==> src/mem_init.hex <==
// one 32-bit word per line, word 0 first
00FFA53C
01FEA43D
02FDA73E
03FCA63F
04FBA140
05FAA041
06F9A342
07F8A243
08F7AD44
09F6AC45
0AF5AF46
0BF4AE47
0CF3A948
0DF2A849
0EF1AB4A
0FF0AA4B
10EFB54C
11EEB44D
12EDB74E
13ECB64F
14EBB150
15EAB051
16E9B352
17E8B253
18E7BD54
19E6BC55
1AE5BF56
1BE4BE57
1CE3B958
1DE2B859
1EE1BB5A
1FE0BA5B
==> src/hw/mem_pkg.sv <==
package mem_pkg;

  // bus widths
  localparam int ADDR_W = 32;
  localparam int DATA_W = 32;
  localparam int RESP_W = 2;

  typedef logic [ADDR_W-1:0] addr_t;  // byte address
  typedef logic [DATA_W-1:0] data_t;
  typedef logic [RESP_W-1:0] resp_t;

  localparam resp_t RESP_OKAY   = 2'b00;
  localparam resp_t RESP_SLVERR = 2'b10;

  // on-chip ram geometry
  localparam int RAM_WORDS = 32;
  localparam int RAM_IDX_W = $clog2(RAM_WORDS);  // word index width

  // cycles from AR handshake to rvalid, must be at least 2
  localparam int RAM_LATENCY = 3;
  localparam int RAM_CNT_W   = $clog2(RAM_LATENCY);

  localparam string RAM_INIT_FILE = "/design/src/mem_init.hex";

  // ram read fsm
  typedef enum logic [1:0] {
    st_idle,
    st_wait,
    st_respond
  } ram_state_t;

endpackage

==> src/hw/mem_read_arb.sv <==
`timescale 1ns/1ps

module mem_read_arb import mem_pkg::*; (
  input  logic  clk,
  input  logic  rstn,
  // instruction fetch port
  input  logic  ifu_arvalid,
  output logic  ifu_arready,
  input  addr_t ifu_araddr,
  output logic  ifu_rvalid,
  input  logic  ifu_rready,
  output data_t ifu_rdata,
  output resp_t ifu_rresp,
  // load/store port
  input  logic  lsu_arvalid,
  output logic  lsu_arready,
  input  addr_t lsu_araddr,
  output logic  lsu_rvalid,
  input  logic  lsu_rready,
  output data_t lsu_rdata,
  output resp_t lsu_rresp,
  // ram side
  output logic  ram_arvalid,
  input  logic  ram_arready,
  output addr_t ram_araddr,
  input  logic  ram_rvalid,
  output logic  ram_rready,
  input  data_t ram_rdata,
  input  resp_t ram_rresp
);

  logic  ifu_buf_vld, lsu_buf_vld;
  addr_t ifu_buf_addr, lsu_buf_addr;
  logic  ifu_ar_hs, lsu_ar_hs;
  logic  req_ifu, req_lsu;
  addr_t addr_ifu, addr_lsu;
  logic  grant_ifu, grant_lsu;
  logic  last_lsu;  // 1 when lsu got the last grant
  logic  ar_free, ar_fire;

  // owner queue, 0 = ifu, 1 = lsu
  logic       owner_q [2];
  logic       q_wr_ptr, q_rd_ptr;
  logic [1:0] q_cnt;
  logic       q_push, q_pop, q_head;

  logic  hold_vld, hold_owner;
  data_t hold_data;
  resp_t hold_resp;
  logic  src_vld, src_owner, owner_free, deliver, to_hold;
  data_t src_data;
  resp_t src_resp;

  assign ifu_arready = !ifu_buf_vld;
  assign lsu_arready = !lsu_buf_vld;
  assign ifu_ar_hs   = ifu_arvalid && ifu_arready;
  assign lsu_ar_hs   = lsu_arvalid && lsu_arready;

  // a buffered address or a fresh handshake, never both for one master
  assign req_ifu  = ifu_buf_vld || ifu_ar_hs;
  assign req_lsu  = lsu_buf_vld || lsu_ar_hs;
  assign addr_ifu = ifu_buf_vld ? ifu_buf_addr : ifu_araddr;
  assign addr_lsu = lsu_buf_vld ? lsu_buf_addr : lsu_araddr;

  assign grant_ifu = req_ifu && (!req_lsu || last_lsu);
  assign grant_lsu = req_lsu && !grant_ifu;

  // output slot empties this cycle and the owner queue has room
  assign ar_free = (!ram_arvalid || ram_arready) && (q_cnt < 2'd2 || q_pop);
  assign ar_fire = ar_free && (req_ifu || req_lsu);

  always_ff @(posedge clk) begin
    if (!rstn) begin
      ifu_buf_vld <= 1'b0;
      lsu_buf_vld <= 1'b0;
    end else begin
      if (ar_fire && grant_ifu)
        ifu_buf_vld <= 1'b0;
      else if (ifu_ar_hs)
        ifu_buf_vld <= 1'b1;  // lost arbitration or port busy
      if (ar_fire && grant_lsu)
        lsu_buf_vld <= 1'b0;
      else if (lsu_ar_hs)
        lsu_buf_vld <= 1'b1;
    end
  end

  always_ff @(posedge clk) begin
    if (ifu_ar_hs)
      ifu_buf_addr <= ifu_araddr;
    if (lsu_ar_hs)
      lsu_buf_addr <= lsu_araddr;
    if (ar_fire)
      ram_araddr <= grant_ifu ? addr_ifu : addr_lsu;
  end

  always_ff @(posedge clk) begin
    if (!rstn) begin
      ram_arvalid <= 1'b0;
      last_lsu    <= 1'b0;
    end else if (ar_fire) begin
      ram_arvalid <= 1'b1;
      last_lsu    <= grant_lsu;
    end else if (ram_arready) begin
      ram_arvalid <= 1'b0;
    end
  end

  assign q_push = ar_fire;
  assign q_pop  = ram_rvalid && ram_rready;
  assign q_head = owner_q[q_rd_ptr];

  always_ff @(posedge clk) begin
    if (!rstn) begin
      q_wr_ptr <= 1'b0;
      q_rd_ptr <= 1'b0;
      q_cnt    <= 2'd0;
    end else begin
      if (q_push)
        q_wr_ptr <= !q_wr_ptr;
      if (q_pop)
        q_rd_ptr <= !q_rd_ptr;
      q_cnt <= q_cnt + 2'(q_push) - 2'(q_pop);
    end
  end

  always_ff @(posedge clk) begin
    if (q_push)
      owner_q[q_wr_ptr] <= grant_lsu;
  end

  // response source, holding register first since ram_rready is low then
  assign ram_rready = !hold_vld;
  assign src_vld    = hold_vld || ram_rvalid;
  assign src_owner  = hold_vld ? hold_owner : q_head;
  assign src_data   = hold_vld ? hold_data : ram_rdata;
  assign src_resp   = hold_vld ? hold_resp : ram_rresp;
  assign owner_free = src_owner ? !lsu_rvalid : !ifu_rvalid;
  assign deliver    = src_vld && owner_free;
  assign to_hold    = q_pop && !owner_free;

  always_ff @(posedge clk) begin
    if (!rstn) begin
      ifu_rvalid <= 1'b0;
      lsu_rvalid <= 1'b0;
      hold_vld   <= 1'b0;
    end else begin
      if (ifu_rvalid && ifu_rready)
        ifu_rvalid <= 1'b0;
      if (lsu_rvalid && lsu_rready)
        lsu_rvalid <= 1'b0;
      if (deliver && !src_owner)
        ifu_rvalid <= 1'b1;
      if (deliver && src_owner)
        lsu_rvalid <= 1'b1;
      if (to_hold)
        hold_vld <= 1'b1;
      else if (hold_vld && deliver)
        hold_vld <= 1'b0;
    end
  end

  always_ff @(posedge clk) begin
    if (deliver && !src_owner) begin
      ifu_rdata <= src_data;
      ifu_rresp <= src_resp;
    end
    if (deliver && src_owner) begin
      lsu_rdata <= src_data;
      lsu_rresp <= src_resp;
    end
    if (to_hold) begin
      hold_data  <= ram_rdata;
      hold_resp  <= ram_rresp;
      hold_owner <= q_head;
    end
  end

  // at most two reads between forward and response
  a_owner_q_no_overflow: assert property (@(posedge clk) disable iff (!rstn)
    q_push && !q_pop |-> q_cnt < 2'd2);

  a_ram_ar_hold: assert property (@(posedge clk) disable iff (!rstn)
    ram_arvalid && !ram_arready |=> ram_arvalid && $stable(ram_araddr));

endmodule

==> src/hw/sram_rd_slave.sv <==
`timescale 1ns/1ps

module sram_rd_slave import mem_pkg::*; (
  input  logic  clk,
  input  logic  rstn,
  input  logic  arvalid,
  output logic  arready,
  input  addr_t araddr,
  output logic  rvalid,
  input  logic  rready,
  output data_t rdata,
  output resp_t rresp
);

  data_t mem [RAM_WORDS];

  ram_state_t           state;
  logic [RAM_CNT_W-1:0] lat_cnt;
  logic [RAM_IDX_W-1:0] rd_idx;
  logic                 rd_err;
  logic                 ar_hs;
  logic                 lat_done;

  initial begin
    $readmemh(RAM_INIT_FILE, mem);
  end

  assign arready  = (state == st_idle);
  assign rvalid   = (state == st_respond);
  assign ar_hs    = arvalid && arready;
  assign lat_done = (state == st_wait) && (lat_cnt == '0);

  always_ff @(posedge clk) begin
    if (!rstn) begin
      state   <= st_idle;
      lat_cnt <= '0;
    end else begin
      case (state)
        st_idle: begin
          if (ar_hs) begin
            state   <= st_wait;
            lat_cnt <= RAM_CNT_W'(RAM_LATENCY - 1);
          end
        end
        st_wait: begin
          if (lat_done)
            state <= st_respond;
          else
            lat_cnt <= lat_cnt - 1'b1;
        end
        st_respond: begin
          if (rready)
            state <= st_idle;
        end
        default: state <= st_idle;
      endcase
    end
  end

  // address latched at the handshake, range checked on the byte address
  always_ff @(posedge clk) begin
    if (ar_hs) begin
      rd_idx <= araddr[RAM_IDX_W+1:2];
      rd_err <= araddr >= addr_t'(RAM_WORDS * 4);
    end
  end

  always_ff @(posedge clk) begin
    if (lat_done) begin
      if (rd_err) begin
        rdata <= '0;
        rresp <= RESP_SLVERR;
      end else begin
        rdata <= mem[rd_idx];
        rresp <= RESP_OKAY;
      end
    end
  end

  a_rdata_stable: assert property (@(posedge clk) disable iff (!rstn)
    rvalid && !rready |=> rvalid && $stable(rdata) && $stable(rresp));

endmodule

==> src/hw/mem_subsys_top.sv <==
`timescale 1ns/1ps

module mem_subsys_top import mem_pkg::*; (
  input  logic  clk,
  input  logic  rstn,
  input  logic  ifu_arvalid,
  output logic  ifu_arready,
  input  addr_t ifu_araddr,
  output logic  ifu_rvalid,
  input  logic  ifu_rready,
  output data_t ifu_rdata,
  output resp_t ifu_rresp,
  input  logic  lsu_arvalid,
  output logic  lsu_arready,
  input  addr_t lsu_araddr,
  output logic  lsu_rvalid,
  input  logic  lsu_rready,
  output data_t lsu_rdata,
  output resp_t lsu_rresp
);

  // arbiter to ram
  logic  ram_arvalid, ram_arready;
  addr_t ram_araddr;
  logic  ram_rvalid, ram_rready;
  data_t ram_rdata;
  resp_t ram_rresp;

  mem_read_arb i_arb (
    .clk, .rstn,
    .ifu_arvalid, .ifu_arready, .ifu_araddr,
    .ifu_rvalid, .ifu_rready, .ifu_rdata, .ifu_rresp,
    .lsu_arvalid, .lsu_arready, .lsu_araddr,
    .lsu_rvalid, .lsu_rready, .lsu_rdata, .lsu_rresp,
    .ram_arvalid, .ram_arready, .ram_araddr,
    .ram_rvalid, .ram_rready, .ram_rdata, .ram_rresp
  );

  sram_rd_slave i_ram (
    .clk, .rstn,
    .arvalid (ram_arvalid),
    .arready (ram_arready),
    .araddr  (ram_araddr),
    .rvalid  (ram_rvalid),
    .rready  (ram_rready),
    .rdata   (ram_rdata),
    .rresp   (ram_rresp)
  );

endmodule

==> config.mk <==
export PLATFORM = sky130hd
export DESIGN_NAME = mem_subsys_top
export DESIGN_NICKNAME = d
export VERILOG_FILES = /design/src/hw/mem_pkg.sv /design/src/hw/mem_read_arb.sv /design/src/hw/sram_rd_slave.sv /design/src/hw/mem_subsys_top.sv
export SDC_FILE = /design/constraint.sdc
export NUM_CORES = 1
export LEC_CHECK = 0
export BUFFER_PORTS_ARGS = -buffer_cell sky130_fd_sc_hd__buf_2
export CAP_MARGIN = 20
export CORE_ASPECT_RATIO = 2
export CORE_MARGIN = 1.5
export CORE_UTILIZATION = 53
export CTS_BUF_LIST = sky130_fd_sc_hd__clkbuf_8
export DETAILED_ROUTE_END_ITERATION = 6
export MAX_ROUTING_LAYER = met4
export PLACE_DENSITY_LB_ADDON = 0.12
export SLEW_MARGIN = 10
export SYNTH_ARGS = -nofsm -noshare
export SYNTH_HDL_FRONTEND = slang
export SYNTH_SLANG_ARGS = --single-unit
==> constraint.sdc <==
create_clock -name clk -period 2.75 [get_ports clk]
set_input_delay 0.55 -clock clk [delete_from_list [all_inputs] [get_ports clk]]
set_output_delay 0.55 -clock clk [all_outputs]
set_load 0.02 [all_outputs]
Word-level counts from Yosys, hierarchy flattened. Memories as Yosys holds them, arrays and structs flattened. A register that Yosys moved wholly into a read port is not among the register bits. Index checks and enable logic that the tools add are counted.

Flip-flop bits (word level): 249. RAM bits: 2. Bits in read-only memories: 0. Output and inout port bits: 72. Memories: 1. Latch bits: 0. Word-level logic and storage cells: 113. Input bits: 70.

Divide/modulo/power cells: 0. Bitwise gates (word level): 1. Add/sub/neg operators: 3. Shift-type cells: 0. Magnitude comparators: 2. Mux-type cells: 27. Equal/unequal tests: 6. Reductions and logical operators: 48. Multiply operators: 0.

Memories: i_arb.owner_q (depth 2, width 1, rd ports 1, clocked after Yosys merged registers in 1, write ports 1, line mem_read_arb.sv:42) `logic owner_q [2];`.

Operators with widths (number): $mux 32 (4); $ge 32x8->1 const B (1); $logic_and 1x1->1 (18); $mux 1 (14); $mux 2 (7); $logic_not 1->1 (12); $reduce_bool 2->1 (5); $logic_or 1x1->1 (7); $pmux 2 s3 (1); $reduce_and 3->1 (2); $logic_not 2->1 (2); $ne 2x1->1 const B (2); $ne 2x2->1 const B (2); $pmux 2 s2 (1); $reduce_or 2->1 (2); $add 2x1->2 (1); $eq 2x1->1 const B (1); $eq 2x2->1 const B (1); $lt 2x2->1 const B (1); $sub 2x1->2 (1); $sub 2x1->2 const B (1); $not 1->1 (1).

Longest topological paths before layout.
Depth in word-level cells: 10. Depth in mapped cells: 9. Gate-level depth less buffers: 8.

By module. Synthesis repeated with hierarchy kept, for this count alone.

Cells, all modules: 518. Area total of the unflattened synthesis: 8678.3 um2.

Modules (own cells, without submodules): mem_read_arb (seq. area each 6276.0 um2, area an instance 8090.3 um2, instances 1, cells an instance 449); sram_rd_slave (seq. area each 140.1 um2, area an instance 588.1 um2, instances 1, cells an instance 69).

Least setup slack after synthesis. Ideal clock, no wire load.

Path type: flip-flop to flip-flop. Start: register i_arb.ifu_buf_vld. End: register i_arb.ifu_buf_addr[10] (enable). Data required time: 2.340 ns. Period minus slack after synthesis: 2.233 ns. Slack: 0.517 ns. Stages on the path, launching flop included: 4. Path buffers: 2. Setup time: 0.410 ns. Arrival: 1.823 ns. Cell sequence: dfxtp_1 > buf_2 > buf_2 > nor2b_1.

Longest elaborated chain between the ends: 2.

RTL lines: start, declared (line mem_read_arb.sv:32) `logic ifu_buf_vld, lsu_buf_vld;`; start signal, assigned (line mem_read_arb.sv:74) `ifu_buf_vld <= 1'b0;`; start signal, assigned (line mem_read_arb.sv:78) `ifu_buf_vld <= 1'b0;`; start signal, assigned (line mem_read_arb.sv:80) `ifu_buf_vld <= 1'b1;`; $logic_not 1->1 (line mem_read_arb.sv:54) `assign ifu_arready = !ifu_buf_vld;`; $logic_and 1x1->1 (line mem_read_arb.sv:56) `assign ifu_ar_hs = ifu_arvalid && ifu_arready;`; named net i_arb.ifu_ar_hs (line mem_read_arb.sv:34) `logic ifu_ar_hs, lsu_ar_hs;`; end signal, assigned (line mem_read_arb.sv:90) `ifu_buf_addr <= ifu_araddr;`; end, declared (line mem_read_arb.sv:33) `addr_t ifu_buf_addr, lsu_buf_addr;`.

The timed path passes the listed nets, and every way through them passes these cells. A chain may end at the register's enable or synchronous reset.

Final worst setup path.
Start: register i_arb.ifu_buf_vld. End: output ifu_arready.

Longest elaborated chain between the ends: 1.

RTL lines: $logic_not 1->1 (line mem_read_arb.sv:54); end, declared (line mem_subsys_top.sv:7) `output logic ifu_arready,`.

Every way passes these cells.

==> key figures <==
STA
  – Fin worst setup slack: 0.730 ns
  – Worst clock skew: 0.00716 ns
  – Number of max-slew violations in the final report: 0
  – Setup Total Neg Slack: 0 ns
  – Maximum clock frequency: 495 MHz
  – Crit share post-route: 0.734
  – Hold slack final: 0.365 ns
  – Minimum clock period after layout: 2.02 ns
  – Measured slew at the worst slew-check pin: 0.525 ns
  – Number of endpoints with negative hold slack in the final report: 0
  – Unrepaired setup endpoints after global routing: false
  – Final setup violation count: 0
  – Remaining max-slew budget at the tightest pin: 0.650

Synthesis
  – Cells after synthesis: 373
  – Post-Synthesis Mean Instance Area: 12.7 µm²
  – Synthesis-stage register bit count: 99
  – Netlist Area Pre-Place: 4750 µm²
  – Number of different library cells in the post-synthesis netlist: 39
  – Fraction of the yosys area taken by sequential cells: 0.592
  – Syn. warnings: 0

Die
  – Number of placement rows: 48
  – Core Box Area: 8650 µm²
  – Die width: 69.9 µm
  – Die Footprint: 9570 µm²
  – Die Span Y: 137 µm
  – I/O pin count: 142
  – Effective utilization at floorplan: 0.549

Drt
  – Number of detailed-routing iterations run before antenna repair: 4
  – Drc violations: 0
  – Remaining antenna violation count after routing: 0
  – Post-DR wirelength/cell: 14.5 µm
  – Final wirelength: 7760 µm
  – Iter 0 DRT Violations: 103
  – Via-per-instance ratio: 5.01
  – Via count: 2677

Place
  – IO buf count: 61
  – Detail Placement HPWL: 5610 µm
  – Standard cell area after detailed placement: 4880 µm²
  – Placed cells: 518
  – Setup Slack @ Placement: 0.856 ns
  – Weighted congestion at the end of routability-driven global placement: 0.821

Clock network
  – # H-tree levels: 3
  – Buffer count from post-CTS setup fixing: 0
  – TritonCTS buffer count: 9
  – Max Root-Sink Buffers: 2
  – Clk slew on worst S/H paths: 0.09 ns
  – Source-to-sink clock delay at the later pin of the worst-skew pair: 0.36 ns
  – TritonCTS clock tree: yes
  – # hold bufs at CTS: 0
  – Post-cts sizing count: 0
  – Number of sinks driven by the clock tree: 99
  – Master cell of the clock root buffer: sky130_fd_sc_hd__clkbuf_8

Final layout
  – Number of cells in the finished layout apart from fillers: 534
  – Final nets: 502
  – Synthesis-to-finish area growth: 6.51%
  – Final cell area excluding filler cells: 5060 µm²
  – Antenna Cells: 0
  – Share of layout cells above drive strength 1: 0.233
  – Most frequent cells in the layout: sky130_fd_sc_hd__edfxtp_1, sky130_fd_sc_hd__conb_1, sky130_fd_sc_hd__buf_2
  – Leading cell type in the layout, fill and taps excluded: sky130_fd_sc_hd__edfxtp_1

Power and ir drop
  – Max VDD drop: 0.000439 V
  – Reported leakage power: 1.91 nW
  – Areal power density over the cells: 784 nW/µm²

Critical path
  – Capturing element type of the critical path: output pin
  – Reg-to-reg startpoint: i_ram.state[0]$_SDFFE_PN0P_
  – Crit path required time: 2.20 ns
  – Length in cells of the worst reg-to-reg path: 7
  – Maximum fanout encountered on the critical timing path: 52
  – Worst reg2reg setup slack: 0.84 ns
  – Reg-to-reg endpoint: i_arb.q_cnt[0]$_SDFF_PN0_
  – Critical Path Start Type: register
  – Critical path type: reg2out
  – Signal arrival time at the worst endpoint: 1.47 ns
  – Worst setup path startpoint: i_arb.ifu_buf_vld$_SDFFE_PP0P_

Worst hold path
  – Start point of the worst hold path: ifu_araddr[9]
  – End of the worst hold path: i_arb.ifu_buf_addr[9]$_DFFE_PP_
  – Class of the most critical hold timing path: in2reg
  – Worst hold path stage count: 1

GRT
  – Number of global-route vias before repair: 2601
  – Overall global routing resource usage: 0.171
  – First-pass GRT wire length: 12000 µm
  – Largest net degree at the start of global routing: 53
  – Antenna violations before repair: 0
  – Remaining global-route overflow: 0

Job
  – Number of max-capacitance violations reported: 0

Status
  – Outcome: complete, no violations
==> per-stage QoR <==
step | utilization | total power, mW
floorplan | - | 2.97
global placement | 0.564 | 3.09
detailed placement | 0.564 | 3.13
CTS | 0.585 | 4.01
global route | 0.585 | 4.19
finish | 0.585 | 3.97
==> report_power, final <==
group	internal [mW]	switching, mW	leakage (nW)
combinational	0.339	0.590	0.888
clock	0.409	0.476	0.0976
sequential	2.03	0.125	0.929
==> kinds of logic after synthesis <==
group | Yosys count | synth area share
muxes | 30 | 0.0664
AOI/OAI and AO/OA | 64 | 0.0930
DFF | 99 | 0.592
xor gates and xnor gates | 3 | 0.00553
adders and majority gates | 3 | 0.00790
buffers and inverters | 98 | 0.138
other | 1 | 0.000789
and+or+nand+nor | 75 | 0.0967
==> synth_stat cells, drive strengths merged <==
cell type / n / area (µm²)
a211oi: 27 / 238
a21oi: 29 / 145
and2: 3 / 18.8
and2b: 1 / 7.51
and3b: 1 / 8.76
buf: 82 / 594
clkbuf: 6 / 22.5
conb: 1 / 3.75
dfxtp: 16 / 320
edfxtp: 83 / 2490
ha: 3 / 37.5
inv: 10 / 37.5
mux2: 2 / 22.5
mux2i: 28 / 293
nand2: 5 / 26.3
nand2b: 1 / 6.26
nand4: 1 / 6.26
nor2: 14 / 68.8
nor2b: 31 / 194
nor3: 8 / 40.0
nor3b: 1 / 7.51
nor4: 5 / 31.3
nor4b: 1 / 15.0
nor4bb: 1 / 10.0
o211ai: 2 / 15.0
o21a: 1 / 7.51
o21ai: 3 / 15.0
o22ai: 1 / 12.5
o41ai: 1 / 8.76
or3: 1 / 11.3
or4: 1 / 7.51
xnor2: 2 / 17.5
xor2: 1 / 8.76
==> flip-flops by register name, summed over array words and instances, names as in the netlist, 2 cells and up, named ones only <==
register	flops
i_arb.ifu_buf_addr	25
i_arb.lsu_buf_addr	25
i_arb.ram_araddr	25
i_arb.owner_q	2
i_arb.q_cnt	2
i_ram.lat_cnt	2
i_ram.state	2
==> cell type report <==
type	count	area, µm²
Fill cell	772	3590
Sequential cell	99	2820
Multi-Input combinational cell	241	1540
Timing Repair Buffer	68	358
Tap cell	100	125
Clock buffer	9	124
Clock inverter	7	60.1
Inverter	10	37.5
==> worst max path at each step <==
| stage | to | slack (ns) |
|---|---|---|
| floorplan | i_arb.ifu_buf_addr[10]$_DFFE_PP_ | 0.52 |
| global placement | i_arb.q_cnt[0]$_SDFF_PN0_ | 0.88 |
| detailed placement | i_arb.q_cnt[0]$_SDFF_PN0_ | 0.86 |
| CTS | ifu_arready | 0.69 |
| global route | ifu_arready | 0.61 |
| finish | ifu_arready | 0.73 |
==> worst max-delay path, cell delays in order (launching register included) <==
cell and delay (ns):
sky130_fd_sc_hd__dfxtp_2 0.37, sky130_fd_sc_hd__buf_4 0.45, sky130_fd_sc_hd__inv_1 0.08, sky130_fd_sc_hd__buf_2 0.17
==> metal layers <==
metal | GRT usage | wire length, µm | up-vias
li1 | - | - | 1333
met3 | 0.0420 | 265 | 10
met2 | 0.320 | 4430 | 77
met5 | - | 0 | -
met1 | 0.166 | 2930 | 1257
met4 | 0.0694 | 133 | 0
(Power assumes the default switching activity.)
